**src/verilog/dmaPkg.sv**
```systemverilog
// Package with data widths, register map, host operation codes and engine states
package dmaPkg;

  // Largest channel count the register map can address
  localparam int MaxChannels = 4;

  typedef logic [7:0]  byteT;
  typedef logic [15:0] wordT;
  typedef logic [1:0]  chanT;
  typedef logic [3:0]  regAddrT;
  typedef logic [3:0]  hostOpT;

  // Upper half of the register map
  // Addresses 0..7 alternate address and count registers of channels 0..3
  localparam regAddrT RegStatus       = 4'd8;
  localparam regAddrT RegSingleMask   = 4'd10;
  localparam regAddrT RegMode         = 4'd11;
  localparam regAddrT RegClearBytePtr = 4'd12;
  localparam regAddrT RegMasterClear  = 4'd13;
  localparam regAddrT RegClearMask    = 4'd14;
  localparam regAddrT RegAllMask      = 4'd15;

  // Host port operations
  localparam hostOpT OpWrAddr       = 4'd0;
  localparam hostOpT OpWrCount      = 4'd1;
  localparam hostOpT OpRdAddr       = 4'd2;
  localparam hostOpT OpRdCount      = 4'd3;
  localparam hostOpT OpRdStatus     = 4'd4;
  localparam hostOpT OpWrMode       = 4'd5;
  localparam hostOpT OpWrSingleMask = 4'd6;
  localparam hostOpT OpWrAllMask    = 4'd7;
  localparam hostOpT OpClearMask    = 4'd8;
  localparam hostOpT OpMasterClear  = 4'd9;

  // Mode byte, channel in bits 1:0
  localparam int ModeAutoInitBit  = 4;
  localparam int ModeDecrementBit = 5;

  // Single mask byte, channel in bits 1:0
  localparam int MaskSetBit = 2;

  typedef enum logic {
    engIdle,
    engOffer
  } engineStateE;

endpackage

```
**src/verilog/dmaChannelRegs.sv**
```systemverilog
// Per-channel address, count, mode, mask and terminal-count state with read-back data
module dmaChannelRegs #(
  parameter int NumChannels = dmaPkg::MaxChannels
) (
  input  logic                   dif,
  input  logic                   rstN,
  input  logic                   opValid,
  input  dmaPkg::hostOpT         op,
  input  dmaPkg::chanT           opChannel,
  input  logic                   opHiByte,
  input  dmaPkg::byteT           opData,
  input  logic [NumChannels-1:0] dreq,
  input  dmaPkg::chanT           selChannel,
  input  logic                   stepValid,
  input  dmaPkg::chanT           stepChannel,
  input  logic                   stepLast,
  output dmaPkg::wordT           curAddr,
  output dmaPkg::wordT           curCount,
  output logic [NumChannels-1:0] mask,
  output dmaPkg::byteT           dataOut
);
  import dmaPkg::*;

  wordT                   baseAddr  [NumChannels];
  wordT                   baseCount [NumChannels];
  wordT                   curAddrR  [NumChannels];
  wordT                   curCountR [NumChannels];
  logic [NumChannels-1:0] autoInit;
  logic [NumChannels-1:0] decrement;
  logic [NumChannels-1:0] tcFlag;

  logic                   masterClear;
  logic                   wrAddrOp;
  logic                   wrCountOp;
  logic [NumChannels-1:0] opSel;
  logic [NumChannels-1:0] stepSel;
  logic [NumChannels-1:0] stepApply;
  logic [NumChannels-1:0] tcSet;
  wordT                   readWord;
  byteT                   readByte;
  byteT                   statusByte;

  assign masterClear = opValid && (op == OpMasterClear);
  assign wrAddrOp    = opValid && (op == OpWrAddr);
  assign wrCountOp   = opValid && (op == OpWrCount);

  always_comb
  begin
    for (int i = 0; i < NumChannels; i++)
    begin
      opSel[i]   = (opChannel == chanT'(i));
      stepSel[i] = stepValid && (stepChannel == chanT'(i));
    end
  end

  // Host write to the same channel wins over a step
  assign stepApply = stepSel & ~(opSel & {NumChannels{wrAddrOp | wrCountOp}});
  assign tcSet     = stepApply & {NumChannels{stepLast}};

  always_ff @(posedge dif or negedge rstN)
  begin
    if (!rstN)
    begin
      for (int i = 0; i < NumChannels; i++)
      begin
        baseAddr[i]  <= '0;
        baseCount[i] <= '0;
        curAddrR[i]  <= '0;
        curCountR[i] <= '0;
      end
    end
    else if (masterClear)
    begin
      for (int i = 0; i < NumChannels; i++)
      begin
        baseAddr[i]  <= '0;
        baseCount[i] <= '0;
        curAddrR[i]  <= '0;
        curCountR[i] <= '0;
      end
    end
    else
    begin
      for (int i = 0; i < NumChannels; i++)
      begin
        if (stepApply[i])
        begin
          // Terminal count with auto-initialize restarts from base
          if (stepLast && autoInit[i])
          begin
            curAddrR[i]  <= baseAddr[i];
            curCountR[i] <= baseCount[i];
          end
          else
          begin
            curAddrR[i]  <= decrement[i] ? curAddrR[i] - 1'b1 : curAddrR[i] + 1'b1;
            curCountR[i] <= curCountR[i] - 1'b1;
          end
        end
        if (wrAddrOp && opSel[i])
        begin
          if (opHiByte)
          begin
            baseAddr[i][15:8] <= opData;
            curAddrR[i][15:8] <= opData;
          end
          else
          begin
            baseAddr[i][7:0] <= opData;
            curAddrR[i][7:0] <= opData;
          end
        end
        if (wrCountOp && opSel[i])
        begin
          if (opHiByte)
          begin
            baseCount[i][15:8] <= opData;
            curCountR[i][15:8] <= opData;
          end
          else
          begin
            baseCount[i][7:0] <= opData;
            curCountR[i][7:0] <= opData;
          end
        end
      end
    end
  end

  always_ff @(posedge dif or negedge rstN)
  begin
    if (!rstN)
    begin
      autoInit  <= '0;
      decrement <= '0;
      mask      <= '1;
      tcFlag    <= '0;
    end
    else if (masterClear)
    begin
      autoInit  <= '0;
      decrement <= '0;
      mask      <= '1;
      tcFlag    <= '0;
    end
    else
    begin
      // A status read clears old flags, a flag raised in the same cycle stays
      if (opValid && op == OpRdStatus)
        tcFlag <= tcSet;
      else
        tcFlag <= tcFlag | tcSet;
      for (int i = 0; i < NumChannels; i++)
      begin
        if (tcSet[i] && !autoInit[i])
          mask[i] <= 1'b1;
      end
      if (opValid)
      begin
        case (op)
          OpWrMode:
          begin
            autoInit[opChannel]  <= opData[ModeAutoInitBit];
            decrement[opChannel] <= opData[ModeDecrementBit];
          end
          OpWrSingleMask:
            mask[opChannel] <= opData[MaskSetBit];
          OpWrAllMask:
            mask <= opData[NumChannels-1:0];
          OpClearMask:
            mask <= '0;
        endcase
      end
    end
  end

  // Status layout is TC flags low and request lines high
  always_comb
  begin
    statusByte = '0;
    statusByte[NumChannels-1:0] = tcFlag;
    statusByte[MaxChannels +: NumChannels] = dreq;
  end

  assign readWord = (op == OpRdCount) ? curCountR[opChannel] : curAddrR[opChannel];
  assign readByte = opHiByte ? readWord[15:8] : readWord[7:0];

  // Master clear leaves the last read value in place
  always_ff @(posedge dif or negedge rstN)
  begin
    if (!rstN)
      dataOut <= '0;
    else if (opValid && op == OpRdStatus)
      dataOut <= statusByte;
    else if (opValid && (op == OpRdAddr || op == OpRdCount))
      dataOut <= readByte;
  end

  assign curAddr  = curAddrR[selChannel];
  assign curCount = curCountR[selChannel];

endmodule

```
**src/verilog/dmaCtl.sv**
```systemverilog
// DMA controller top with host port, channel registers and transfer engine
module dmaCtl #(
  parameter int NumChannels = 4
) (
  input  logic                   dif,
  input  logic                   rstN,
  input  logic                   csN,
  input  logic                   iorN,
  input  logic                   iowN,
  input  dmaPkg::regAddrT        regAddr,
  input  dmaPkg::byteT           dataIn,
  output dmaPkg::byteT           dataOut,
  input  logic [NumChannels-1:0] dreq,
  output logic                   xferValid,
  input  logic                   xferReady,
  output dmaPkg::wordT           xferAddr,
  output dmaPkg::chanT           xferChannel,
  output logic                   xferLast
);
  import dmaPkg::*;

  // Host port to register file
  logic                   opValid;
  hostOpT                 op;
  chanT                   opChannel;
  logic                   opHiByte;
  byteT                   opData;

  // Engine and register file
  chanT                   selChannel;
  wordT                   curAddr;
  wordT                   curCount;
  logic [NumChannels-1:0] mask;
  logic                   stepValid;
  chanT                   stepChannel;
  logic                   stepLast;

  dmaHostPort #(
    .NumChannels(NumChannels)
  ) i_dmaHostPort (
    .dif      (dif),
    .rstN     (rstN),
    .csN      (csN),
    .iorN     (iorN),
    .iowN     (iowN),
    .regAddr  (regAddr),
    .dataIn   (dataIn),
    .opValid  (opValid),
    .op       (op),
    .opChannel(opChannel),
    .opHiByte (opHiByte),
    .opData   (opData)
  );

  dmaChannelRegs #(
    .NumChannels(NumChannels)
  ) i_dmaChannelRegs (
    .dif        (dif),
    .rstN       (rstN),
    .opValid    (opValid),
    .op         (op),
    .opChannel  (opChannel),
    .opHiByte   (opHiByte),
    .opData     (opData),
    .dreq       (dreq),
    .selChannel (selChannel),
    .stepValid  (stepValid),
    .stepChannel(stepChannel),
    .stepLast   (stepLast),
    .curAddr    (curAddr),
    .curCount   (curCount),
    .mask       (mask),
    .dataOut    (dataOut)
  );

  dmaTransferEngine #(
    .NumChannels(NumChannels)
  ) i_dmaTransferEngine (
    .dif        (dif),
    .rstN       (rstN),
    .dreq       (dreq),
    .mask       (mask),
    .curAddr    (curAddr),
    .curCount   (curCount),
    .xferReady  (xferReady),
    .selChannel (selChannel),
    .stepValid  (stepValid),
    .stepChannel(stepChannel),
    .stepLast   (stepLast),
    .xferValid  (xferValid),
    .xferAddr   (xferAddr),
    .xferChannel(xferChannel),
    .xferLast   (xferLast)
  );

endmodule

```
**src/verilog/dmaHostPort.sv**
```systemverilog
// CPU register port with strobe sampling, register decode and the byte pointer
module dmaHostPort #(
  parameter int NumChannels = dmaPkg::MaxChannels
) (
  input  logic            dif,
  input  logic            rstN,
  input  logic            csN,
  input  logic            iorN,
  input  logic            iowN,
  input  dmaPkg::regAddrT regAddr,
  input  dmaPkg::byteT    dataIn,
  output logic            opValid,
  output dmaPkg::hostOpT  op,
  output dmaPkg::chanT    opChannel,
  output logic            opHiByte,
  output dmaPkg::byteT    opData
);
  import dmaPkg::*;

  // Sampled strobes
  logic    rdQ;
  logic    wrQ;
  logic    rdPrev;
  logic    wrPrev;
  logic    rdStart;
  logic    wrStart;
  regAddrT addrQ;
  byteT    dataQ;
  logic    bytePtr;

  // Decoded access
  logic    decValid;
  hostOpT  decOp;
  chanT    decChannel;
  logic    decToggle;
  logic    decClearPtr;

  always_ff @(posedge dif or negedge rstN)
  begin
    if (!rstN)
    begin
      rdQ    <= 1'b0;
      wrQ    <= 1'b0;
      rdPrev <= 1'b0;
      wrPrev <= 1'b0;
    end
    else
    begin
      rdQ    <= ~csN & ~iorN;
      wrQ    <= ~csN & ~iowN;
      rdPrev <= rdQ;
      wrPrev <= wrQ;
    end
  end

  // Address and data are stable for the whole strobe
  always_ff @(posedge dif)
  begin
    addrQ <= regAddr;
    dataQ <= dataIn;
  end

  // One access per strobe assertion
  assign rdStart = rdQ & ~rdPrev;
  assign wrStart = wrQ & ~wrPrev;

  always_comb
  begin
    decValid    = 1'b0;
    decOp       = OpRdStatus;
    decChannel  = addrQ[2:1];
    decToggle   = 1'b0;
    decClearPtr = 1'b0;
    if (!addrQ[3])
    begin
      // Channel address and count registers, odd address is the count
      if ((rdStart || wrStart) && (int'(addrQ[2:1]) < NumChannels))
      begin
        decValid  = 1'b1;
        decToggle = 1'b1;
        if (wrStart)
          decOp = addrQ[0] ? OpWrCount : OpWrAddr;
        else
          decOp = addrQ[0] ? OpRdCount : OpRdAddr;
      end
    end
    else if (rdStart)
    begin
      decValid = (addrQ == RegStatus);
    end
    else if (wrStart)
    begin
      // Mode and single mask name their channel in the data byte
      decChannel = dataQ[1:0];
      case (addrQ)
        RegMode:
        begin
          decValid = (int'(dataQ[1:0]) < NumChannels);
          decOp    = OpWrMode;
        end
        RegSingleMask:
        begin
          decValid = (int'(dataQ[1:0]) < NumChannels);
          decOp    = OpWrSingleMask;
        end
        RegAllMask:
        begin
          decValid = 1'b1;
          decOp    = OpWrAllMask;
        end
        RegClearMask:
        begin
          decValid = 1'b1;
          decOp    = OpClearMask;
        end
        RegMasterClear:
        begin
          decValid    = 1'b1;
          decOp       = OpMasterClear;
          decClearPtr = 1'b1;
        end
        RegClearBytePtr:
          decClearPtr = 1'b1;
        default:
          decValid = 1'b0;
      endcase
    end
  end

  always_ff @(posedge dif or negedge rstN)
  begin
    if (!rstN)
    begin
      opValid <= 1'b0;
      bytePtr <= 1'b0;
    end
    else
    begin
      opValid <= decValid;
      if (decClearPtr)
        bytePtr <= 1'b0;
      else if (decToggle)
        bytePtr <= ~bytePtr;
    end
  end

  // Pointer value before the toggle selects the byte
  always_ff @(posedge dif)
  begin
    op        <= decOp;
    opChannel <= decChannel;
    opHiByte  <= bytePtr;
    opData    <= dataQ;
  end

endmodule

```
**src/verilog/dmaTransferEngine.sv**
```systemverilog
// Fixed-priority request arbiter and valid/ready transfer-beat FSM
module dmaTransferEngine #(
  parameter int NumChannels = dmaPkg::MaxChannels
) (
  input  logic                   dif,
  input  logic                   rstN,
  input  logic [NumChannels-1:0] dreq,
  input  logic [NumChannels-1:0] mask,
  input  dmaPkg::wordT           curAddr,
  input  dmaPkg::wordT           curCount,
  input  logic                   xferReady,
  output dmaPkg::chanT           selChannel,
  output logic                   stepValid,
  output dmaPkg::chanT           stepChannel,
  output logic                   stepLast,
  output logic                   xferValid,
  output dmaPkg::wordT           xferAddr,
  output dmaPkg::chanT           xferChannel,
  output logic                   xferLast
);
  import dmaPkg::*;

  engineStateE            state;
  logic [NumChannels-1:0] reqQ;
  logic [NumChannels-1:0] candidate;
  logic                   found;
  chanT                   pick;
  chanT                   chanQ;
  logic                   accept;

  // Request lines are sampled, the mask is applied at decision time
  always_ff @(posedge dif or negedge rstN)
  begin
    if (!rstN)
      reqQ <= '0;
    else
      reqQ <= dreq;
  end

  assign candidate = reqQ & ~mask;
  assign found     = |candidate;

  // Lowest channel number has priority
  always_comb
  begin
    pick = '0;
    for (int i = NumChannels - 1; i >= 0; i--)
    begin
      if (candidate[i])
        pick = chanT'(i);
    end
  end

  always_ff @(posedge dif or negedge rstN)
  begin
    if (!rstN)
    begin
      state <= engIdle;
      chanQ <= '0;
    end
    else
    begin
      case (state)
        engIdle:
        begin
          if (found)
          begin
            state <= engOffer;
            chanQ <= pick;
          end
        end
        engOffer:
        begin
          // Stays here until the beat is taken
          if (xferReady)
            state <= engIdle;
        end
        default:
          state <= engIdle;
      endcase
    end
  end

  assign xferValid   = (state == engOffer);
  assign accept      = xferValid && xferReady;
  assign selChannel  = chanQ;
  assign xferChannel = chanQ;
  assign xferAddr    = curAddr;
  assign xferLast    = (curCount == '0);

  // One step per accepted beat
  assign stepValid   = accept;
  assign stepChannel = chanQ;
  assign stepLast    = xferLast;

endmodule
```
**config.mk**
```make
export PLATFORM = sky130hd
export DESIGN_NAME = dmaCtl
export DESIGN_NICKNAME = d
export VERILOG_FILES = /design/src/verilog/dmaPkg.sv /design/src/verilog/dmaChannelRegs.sv /design/src/verilog/dmaCtl.sv /design/src/verilog/dmaHostPort.sv /design/src/verilog/dmaTransferEngine.sv
export SDC_FILE = /design/constraint.sdc
export NUM_CORES = 1
export LEC_CHECK = 0
export BUFFER_PORTS_ARGS = -buffer_cell sky130_fd_sc_hd__buf_2
export CAP_MARGIN = 20
export CORE_MARGIN = 3
export CORE_UTILIZATION = 38
export CTS_BUF_LIST = sky130_fd_sc_hd__clkbuf_8
export CTS_CLUSTER_SIZE = 28
export DETAILED_ROUTE_END_ITERATION = 8
export HOLD_SLACK_MARGIN = 0.02
export PLACE_DENSITY = 0.62
export SKIP_LAST_GASP = 1
export SYNTH_ARGS = -nofsm -noshare
export SYNTH_HDL_FRONTEND = slang
export SYNTH_SLANG_ARGS = --single-unit
```
**constraint.sdc**
```tcl
create_clock -name dif -period 3.6 [get_ports dif]
set_clock_uncertainty 0.1 [all_clocks]
set_input_delay 0.54 -clock dif [delete_from_list [all_inputs] [get_ports dif]]
set_output_delay 0.54 -clock dif [all_outputs]
set_load 0.005 [all_outputs]
```
# After elaboration in Yosys (flattened, before gate mapping)
# Cells that the tools add are included.
# Widths: inputs -> output; s select.
# classes
n_addsub	12
n_lt_le_gt_ge	4
eq_ne	23
muxes	128
bitwise_logic	21
n_reduce_logical	71
# ops
operator	n
$mux 16	45
$mux 64	4
$mux 8	21
$bmux 16 s2	4
$sub 16x1->16 const B	8
$add 16x1->16 const B	4
$mux 4	15
$eq 4x4->1 const B	9
$reduce_and 2->1	18
$logic_and 1x1->1	27
$reduce_bool 2->1	13
$mux 1	25
$pmux 4 s5	1
$and 4x4->4	4
$eq 4x3->1 const B	4
$logic_not 16->1	1
$mux 2	7
$bwmux 4	3
$pmux 4 s3	1
$eq 2x2->1 const B	4
$eq 4x2->1 const B	2
$not 4->4	2
$not 1->1	7
$ge 3x3->1 const B	2
other kinds (18)	28
# word_totals
register_bits	320
input_bits	22
out_inout_bits	28

# Logic depth before layout (Yosys ltp)
# Gate-level depths: netlist of run 1.
# depth
word_depth	14
ltp_mapped	12
depth_no_buf	11

# By module
# A second synthesis of run 1 with hierarchy kept.
# hier_totals
hier_cells	2277
hier_area_um2	19801.5
# by_module_without_submodules
mod	instances	cells_each	area_each_um2
dmaChannelRegs	1	2166	18406.4
dmaHostPort	1	64	914.6
dmaTransferEngine	1	47	480.5

# Worst setup path before layout of run 1
# Ideal clock, no wire load.
# synth_path
path_kind	reg-to-reg
startpoint	register i_dmaChannelRegs.curCountR[0] in the netlist's numbering
endpoint	register i_dmaChannelRegs.curCountR[14] in the netlist's numbering
setup_ns	0.127
t_arrival_ns	2.713
setup_slack_ns	0.660
stages_incl_launch_ff	12
path_buffers	0
period_less_slack_ns	2.940
cell_sequence	dfrtp_1 > inv_1 > ha_1 > or3b_4 > or3_4 > or3_4 > or4_4 > nor2_4 > nand2_2 > mux2_4 > nand3_2 > a31oi_1
# synth_between
elab_chain_len	10
# synth_lines
element	line_no	text
start, declared	dmaChannelRegs.sv:27	wordT curCountR [NumChannels];
start signal, assigned by index	dmaChannelRegs.sv:92	curCountR[i] <= baseCount[i];
start signal, assigned by index	dmaChannelRegs.sv:97	curCountR[i] <= curCountR[i] - 1'b1;
start signal, assigned by index	dmaChannelRegs.sv:118	curCountR[i][15:8] <= opData;
$bmux 16 s2	dmaChannelRegs.sv:200	assign curCount = curCountR[selChannel];
$mux 16 (not written as such) (2 in a row)	dmaChannelRegs.sv:200	
$logic_not 16->1	dmaTransferEngine.sv:89	assign xferLast = (curCount == '0);
$logic_and 1x1->1	dmaChannelRegs.sv:89	if (stepLast && autoInit[i])
$mux 16 *	dmaChannelRegs.sv:89	
$mux 16 *	dmaChannelRegs.sv:86	if (stepApply[i])
$mux 8	dmaChannelRegs.sv:115	if (opHiByte)
$mux 16 *	dmaChannelRegs.sv:113	if (wrCountOp && opSel[i])
$mux 64 *	dmaChannelRegs.sv:72	else if (masterClear)
# Mark *: on every way between the ends. The rest lies on a longest branch, timed or not. The select of a mux whose other input is x is not followed.
# A chain may end at the register's enable or synchronous reset.

# Worst setup path after layout of run 1
# layout_path
startpoint	register i_dmaChannelRegs.curCountR[50] in the netlist's numbering
endpoint	output xferLast
# layout_between
elab_chain_len	4
# layout_lines
element	line_no	text
$bmux 16 s2	dmaChannelRegs.sv:200	
$mux 16 (not written as such) (2 in a row)	dmaChannelRegs.sv:200	
$logic_not 16->1	dmaTransferEngine.sv:89	
end, declared	dmaCtl.sv:18	output logic xferLast
# No other way between the ends. The select of a mux whose other input is x is not followed.

==> results, run 1 <==
- The run finished with clean final reports.
- The chip height is 231 um.
- Derived from the worst setup path, the maximum achievable clock frequency is 0.287 GHz.
- The power density over cell area is 716 mW/mm^2.
- Setup violations remaining at the end of the flow were counted as 0.
- The via count of the first global-routing pass is 17,095.
- The worst endpoint required time is 2.96 ns.
- The final count of hold timing violations is 0.
- The residual antenna-violating net count after detailed routing is 0.
- The later pin in the worst-skew pair is clocked with a latency of 0.68 ns.
- The global-route wire length before repair is 101,000 um.
- Entering global routing, the biggest net connects 85 pins.
- Yosys printed 0 warnings.
- The routed design has 64,300 um of wire.
- The first routing iteration left 2,213 violations.
- The slowest stage of the critical path belongs to the cell sky130_fd_sc_hd__dfrtp_1.
- The sequential area share after synthesis is 0.408.
- Routability-driven placement finished with a final weighted congestion of 0.967.
- Traced cell by cell, the critical path runs through nor4_2, nand3_1, nor4b_2, mux4_2, buf_2.
- The final core utilization is 0.446.
- The number of placed I/O pins is 50.
- The tool flagged a number of max-cap violations equal to 0.
- The DRC violation count after routing is 0.
- For this design the static power due to leakage is 9.29 nW.
- The number of rows created at floorplan is 81.
- The cell taking the most area after synthesis is sky130_fd_sc_hd__dfrtp_1.
- The cell class contributing the biggest share of worst-path delay is simple AND/OR/NAND/NOR gates.
- The worst hold path class is in2reg.
- Of the cells placed in the final design, the portion with a size suffix greater than 1 is 0.139.
- The pre-antenna-repair detailed-routing pass consisted of 5 iterations.
- The endpoint type of the worst setup path is an output pin.
- TritonCTS built the clock tree.
- In this design, the stage delay of the slowest critical-path cell is 0.47 ns.
- The worst-case IR drop observed on VDD is 0.312 mV.
- The number of max-slew violations in the final report is 0.
- Counting the buffers created by CTS gives 58.
- Port buffering added 49 buffers.
- The number of H-tree levels is 2.
- The final-stage net count is 2,366.
- Synthesis instantiated 86 different standard cells from the library.
- For this run, the leading register cell type out of synthesis is sky130_fd_sc_hd__dfrtp_1.
- In the routed layout, each cell is associated on average with a via count of 5.95.
- After synthesis, the cell types taking the most area are sky130_fd_sc_hd__dfrtp_1, sky130_fd_sc_hd__nand2_1, sky130_fd_sc_hd__mux4_2.
- The count of clock tree sinks is 320.
- The transition time at the pin with the least slew margin is 1.17 ns.
- The type of element launching the critical path is a flop.
- The total nets after synthesis is 2,301.
- The fraction of registers with async set or reset after synthesis is 0.916.
- Synthesis inferred 320 register bits.
- STA puts the critical path data arrival time at 2.85 ns.
- Synthesis produced 2,215 cells.
- A synthesized cell averages 8.72 um^2.
- The total negative slack for setup checks is 0 ns.
- The power share of the combinational group is 0.380.
- After floorplanning, the core was sized to cover 0.0496 mm^2.
- The share of synthesized area in the top cell type comes to 0.375.
- Summed over all nets, the half-perimeter wirelength after detailed placement is 44,600 um.
- Across all hold checks on the routed design, the worst slack comes to 0.0737 ns.
- The power spent charging and discharging nets is 6.10 mW.
- Dividing the detail-routed wire length by the instance count gives 21.5 um.
- Ranked by instance count, the synthesized netlist is headed by sky130_fd_sc_hd__nand2_1, sky130_fd_sc_hd__dfrtp_1, sky130_fd_sc_hd__a21oi_1, sky130_fd_sc_hd__nor2_1.
- The number of buffers and inverters on the critical path is 1.
- For this run the aggregate overflow at the end of global routing stands at 0.
- Buffers added to address setup during post-CTS repair amount to 0.
- Setup repair after global routing left no endpoint under its margin.
- The worst setup slack before clock tree synthesis is 0.305 ns.
- The overall die width is 231 um.
- Of the available clock period, the critical path in the final layout requires 0.969.
- The number of antenna violations at the first check in global routing is 0.
- The minimum clock period is 3.49 ns.
- The overall fraction of global-route tracks in use is 0.239.
- The clock passes through at most 3 buffers.
- Of the total power, the clock network draws 0.262.
- The summed instance area of the synthesized netlist is 0.0193 mm^2.
- The routed layout has 17,832 vias.
- The total chip power is 15.8 mW.
- The net switching share of the total power is 0.385.
- In this run the worst path has a maximum fanout of 6.
- The CTS clock-pin slew for the worst setup and hold paths is 0.06 ns.
- The worst-case headroom to the max-slew limit is 0.217.
- The share of total power dissipated in sequential elements is 0.359.
- The initial core utilization is 0.390.
- The cell at the root of the clock tree is sky130_fd_sc_hd__clkbuf_8.
- The die covers 0.0535 mm^2.
- The number of enable flip-flop cells after synthesis is 0.
- The area overhead of the layout relative to synthesis is 14.5%.
- By instance count, the leading cell after synthesis is sky130_fd_sc_hd__nand2_1.
- The final worst setup slack is 0.111 ns.
- Cell internal power was estimated by the tool at 9.74 mW.
- The worst setup path is of the reg2out kind.
placed cells by master (no fill, tap or decap), drive strengths merged, types with 8 or more instances in the layout:
| master | count |
|---|---|
| a211oi | 17 |
| o22ai | 8 |
| and2 | 11 |
| nor4 | 14 |
| o311ai | 9 |
| nor2b | 21 |
| nor3 | 45 |
| inv | 48 |
| mux4 | 57 |
| and3 | 19 |
| a211o | 11 |
| nand2b | 13 |
| clkbuf | 72 |
| xnor2 | 43 |
| o211ai | 70 |
| nor2 | 141 |
| o31ai | 14 |
| xor2 | 29 |
| a21o | 11 |
| dfrtp | 289 |
| nand2 | 499 |
| buf | 127 |
| nand3 | 56 |
| clkinv | 15 |
| o21ai | 120 |
| dlygate4sd3 | 21 |
| o2111ai | 12 |
| ha | 60 |
| dfxtp | 27 |
| a31oi | 56 |
| or3 | 28 |
| bufinv | 9 |
| a221oi | 11 |
| a21oi | 242 |
| mux2i | 17 |
what timing repair did:
action | CTS | global route
gates resized for setup | 0 | 1
endpoints found under the setup margin | 0 | 4
hold buffers | 21 | 0
endpoints found under the hold margin | 97 | 0
power groups by stage:
stage,sequential (mW),clock (mW),combinational (mW)
floorplan,5.07,0,4.47
global placement,5.65,0,5.77
detailed placement,5.67,0,5.92
CTS,5.61,4.21,5.98
global route,5.76,4.38,6.65
finish,5.68,4.14,6.02
registers in the layout, summed over array words and instances, names as in the netlist, 8 cells and up:
name,count
i_dmaChannelRegs.baseAddr,64
i_dmaChannelRegs.baseCount,64
i_dmaChannelRegs.curAddrR,64
i_dmaChannelRegs.curCountR,64
i_dmaChannelRegs.dataOut,8
i_dmaHostPort.dataQ,8
i_dmaHostPort.opData,8
cell type report:
| type | count | area, um^2 |
|---|---|---|
| Antenna cell | 1 | 2.50 |
| Fill cell | 4798 | 27500 |
| Tap cell | 664 | 831 |
| Clock buffer | 72 | 991 |
| Clock inverter | 38 | 409 |
| Sequential cell | 320 | 7880 |
| Multi-Input combinational cell | 1717 | 10700 |
| Inverter | 35 | 131 |
| Timing Repair Buffer | 148 | 1130 |
final timing paths:
| check | from | endpoint | slack, ns | cells after the start |
|---|---|---|---|---|
| min reg2reg | i_dmaHostPort.dataQ[7]$_DFF_P_ | i_dmaHostPort.opData[7]$_DFF_P_ | 0.22 | 0 |
| min | xferReady | i_dmaTransferEngine.xferValid$_DFF_PN0_ | 0.07 | 2 |
| max | i_dmaChannelRegs.curCountR[50]$_DFF_PN0_ | xferLast | 0.11 | 5 |
| min in group asynchronous | rstN | i_dmaHostPort.rdQ$_DFF_PN0_ | 0.35 | 2 |
| max in group asynchronous | rstN | i_dmaChannelRegs.baseCount[11]$_DFFE_PN0P_ | 2.04 | 3 |
| max reg2reg | i_dmaChannelRegs.curCountR[50]$_DFF_PN0_ | i_dmaChannelRegs.curCountR[2]$_DFF_PN0_ | 0.26 | 11 |
metal layers:
layer | GRT usage | vias to the layer above | share of wire
met1 | 0.340 | 8768 | 0.43
met5 | 0 | - | 0
li1 | - | 8131 | -
met2 | 0.358 | 804 | 0.44
met4 | 0.0970 | 0 | 0.036
met3 | 0.0458 | 129 | 0.092
logic make-up after synthesis:
kind of cell	count (synthesis)	share of synthesized area
flops	320	0.408
simple gates	871	0.199
mux	77	0.0775
xor+xnor	72	0.0327
buf+inv	178	0.0386
fa+ha+maj	64	0.0430
compound gates	633	0.201
metrics by stage:
stage / std cells / cell area, um^2
2_1_floorplan: 2215 / 19300
3_3_place_gp: 2863 / 20500
3_5_place_dp: 2863 / 20500
4_1_cts: 2994 / 22100
5_1_grt: 2994 / 22100
6_report: 2995 / 22100
worst register-to-register path, delay by kind of cell (launching register included):
family	cells	cell delay [ns]
muxes	1	0.47
buffers and inverters	2	0.42
DFF	1	0.47
and+or+nand+nor	5	1.23
AOI/OAI and AO/OA	3	0.58
No activity file was read; power rests on OpenSTA's default activity.
==> run 2, diff against run 1 <==
MAX_ROUTING_LAYER = met4   (was default)
==> results, run 2 (synthesized netlist as in run 1, its figures left out) <==
- The clock latency at the later pin of the worst-skew pair is 0.67 ns (was 0.68 ns).
- The cell at the root of the clock tree is sky130_fd_sc_hd__clkbuf_8 (unchanged).
- The transition time at the pin with the least slew margin is 1.04 ns (was 1.17 ns).
- The worst slack on hold paths is 0.221 ns (was 0.0737 ns).
- The final-stage net count is 2,371 (was 2,366).
- The final count of hold timing violations was 0 (unchanged).
- The worst hold path class is reg2reg (was in2reg).
- The minimum clock period is 3.45 ns (was 3.49 ns).
- The via count of the first global-routing pass is 17,106 (was 17,095).
- The worst endpoint required time was 2.96 ns (about the same).
- The type of element launching the critical path is a flop (unchanged).
- The global-route wire length before repair is 101,000 um (about the same).
- The highest clock frequency the design can meet is 0.290 GHz (was 0.287 GHz).
- The placed instance area is 0.0206 mm^2 (was 0.0205 mm^2).
- The number of max-slew violations in the final report came to 0 (unchanged).
- The initial core utilization is 0.390 (unchanged).
- The area of the multi-input gates is 0.0108 mm^2 (was 0.0107 mm^2).
- The number of H-tree levels was 2 (unchanged).
- The peak supply drop is 0.313 mV (was 0.312 mV).
- The maximum number of pins on one net before global-route repair is 71 (was 85).
- The post-route standard cell area excluding fillers is 0.0221 mm^2 (about the same).
- The DRC violation count after routing was 0 (unchanged).
- The number of rows created at floorplan is 81 (unchanged).
- Result of the run: complete, no violations (unchanged).
- The number of iterations in the first detailed-routing pass is 6 (was 5).
- The final critical-path share of the clock period came to 0.959 (was 0.969).
- The initial detailed-routing violation count is 1,869 (was 2,213).
- The endpoint type of the worst setup path is an output pin (unchanged).
- The number of vias per cell after detailed routing is 5.94 (was 5.95).
- The overall fraction of global-route tracks in use was 0.250 (was 0.239).
- The final-report setup violation count came to 0 (unchanged).
- The number of placed I/O pins came to 50 (unchanged).
- The total chip power was 15.5 mW (was 15.8 mW).
- The area taken by flip-flops and latches is 0.00789 mm^2 (was 0.00788 mm^2).
- The CTS clock-pin slew for the worst setup and hold paths is 0.06 ns (about the same).
- The layout cell share with drive strength beyond 1 came to 0.139 (about the same).
- The residual antenna-violating net count after detailed routing is 0 (unchanged).
- The arrival time of the worst setup path is 2.81 ns (was 2.85 ns).
- The max-cap violation count is 0 (unchanged).
- The total of fill cells in the finished design came to 4,733 (was 4,798).
- The count of clock tree sinks is 320 (unchanged).
- The overall die width is 231 um (unchanged).
- The routed wire length per instance is 21.9 um (was 21.5 um).
- The commonest non-fill, non-tap cell in the layout is sky130_fd_sc_hd__nand2_1 (unchanged).
- The worst-case headroom to the max-slew limit is 0.308 (was 0.217).
- Leading cell types in the layout, fill and taps excluded: sky130_fd_sc_hd__nand2_1, sky130_fd_sc_hd__dfrtp_1, sky130_fd_sc_hd__a21oi_1 (unchanged).
- The number of antenna violations at the first check in global routing came to 1 (was 0).
- The total congestion overflow after global routing is 0 (unchanged).
- The area overhead of the layout relative to synthesis was 14.6% (was 14.5%).
- The number of buffers added by the clock tree synthesis step was 58 (unchanged).
- The HPWL after detailed placement came to 45,500 um (was 44,600 um).
- The category of the critical setup timing path is reg2out (unchanged).
- The weighted congestion at the end of routability-driven global placement is 0.995 (was 0.967).
- The power density over cell area is 702 mW/mm^2 (was 716 mW/mm^2).
- The total negative slack for setup checks came to 0 ns (unchanged).
- The worst setup slack before clock tree synthesis was 0.193 ns (was 0.305 ns).
- The TritonCTS clock tree is yes (unchanged).
- The final worst setup slack is 0.147 ns (was 0.111 ns).
- The via total after detailed routing was 17,811 (was 17,832).
- RSZ-0062 raised after global routing: false (unchanged).
- The wire length after detailed routing is 65,500 um (was 64,300 um).
- The area of the die came to 0.0535 mm^2 (unchanged).
- The leakage component of the power is 9.28 nW (was 9.29 nW).
- The largest fanout on the critical path is 8 (was 6).
- The maximum buffer depth of the clock tree came to 3 (unchanged).
- The chip height is 231 um (unchanged).
- The count of buffers inserted at the top-level ports was 49 (unchanged).
- The core area is 0.0496 mm^2 (unchanged).
[run 2: area by class of cell]
cell class | instances | share of cell area
clock inverters | 34 | 0.0103
diodes | 1 | 0.000113
well taps | 664 | 0.0376
clock buffers | 74 | 0.0460
repair buffers | 153 | 0.0559
multi-input cells | 1717 | 0.488
flip-flops and latches | 320 | 0.356
inverters | 35 | 0.00594
[run 2: through the flow]
step,util,instances
floorplan,-,2215
global placement,0.415,2864
detailed placement,0.415,2865
CTS,0.445,2995
global route,0.446,2997
finish,0.446,2998
[run 2: repair_timing]
action                                  CTS  global route
endpoints found under the hold margin    86             0
pin swaps                                 0             3
endpoints found under the setup margin    1             4
hold buffers                             22             0
gates resized for setup                   2             8
buffers inserted                          0             2
[run 2: critical path, cell delays in order (launching register included)]
cell and delay (ns):
sky130_fd_sc_hd__dfrtp_1 0.46, sky130_fd_sc_hd__or4_4 0.60, sky130_fd_sc_hd__nor3_4 0.16, sky130_fd_sc_hd__nor4b_4 0.28, sky130_fd_sc_hd__mux4_2 0.33, sky130_fd_sc_hd__buf_4 0.17
sky130_fd_sc_hd__buf_2 0.17
[run 2: per-layer routing]
layer  GRT usage  vias to the layer above  routed length (um)
met4      0.0901                        0                2470
li1            -                     8150                   -
met5           -                        -                   0
met1       0.341                     8802               28800
met3      0.0463                      136                5000
met2       0.372                      723               29200
[run 2: report_power, final]
group / total, mW / switching, mW / internal (mW)
Combinational: 6.08 / 3.17 / 2.91
Sequential: 5.76 / 1.36 / 4.40
Clock: 3.69 / 1.64 / 2.06
Total: 15.5 / 6.17 / 9.36
[run 2: worst paths after layout]
check                      cells past startpoint                                        end  slack, ns                                       from
hold reg to reg                                0            i_dmaHostPort.opData[4]$_DFF_P_       0.22             i_dmaHostPort.dataQ[4]$_DFF_P_
max in group asynchronous                      3         i_dmaChannelRegs.mask[0]$_DFF_PN1_       2.07                                       rstN
setup reg to reg                              11    i_dmaChannelRegs.curAddrR[44]$_DFF_PN0_       0.27  i_dmaChannelRegs.decrement[1]$_DFFE_PN0P_
setup / recovery                               6                                   xferLast       0.15   i_dmaChannelRegs.curCountR[40]$_DFF_PN0_
hold / removal                                 0            i_dmaHostPort.opData[4]$_DFF_P_       0.22             i_dmaHostPort.dataQ[4]$_DFF_P_
min in group asynchronous                      2  i_dmaChannelRegs.baseAddr[27]$_DFFE_PN0P_       0.31                                       rstN
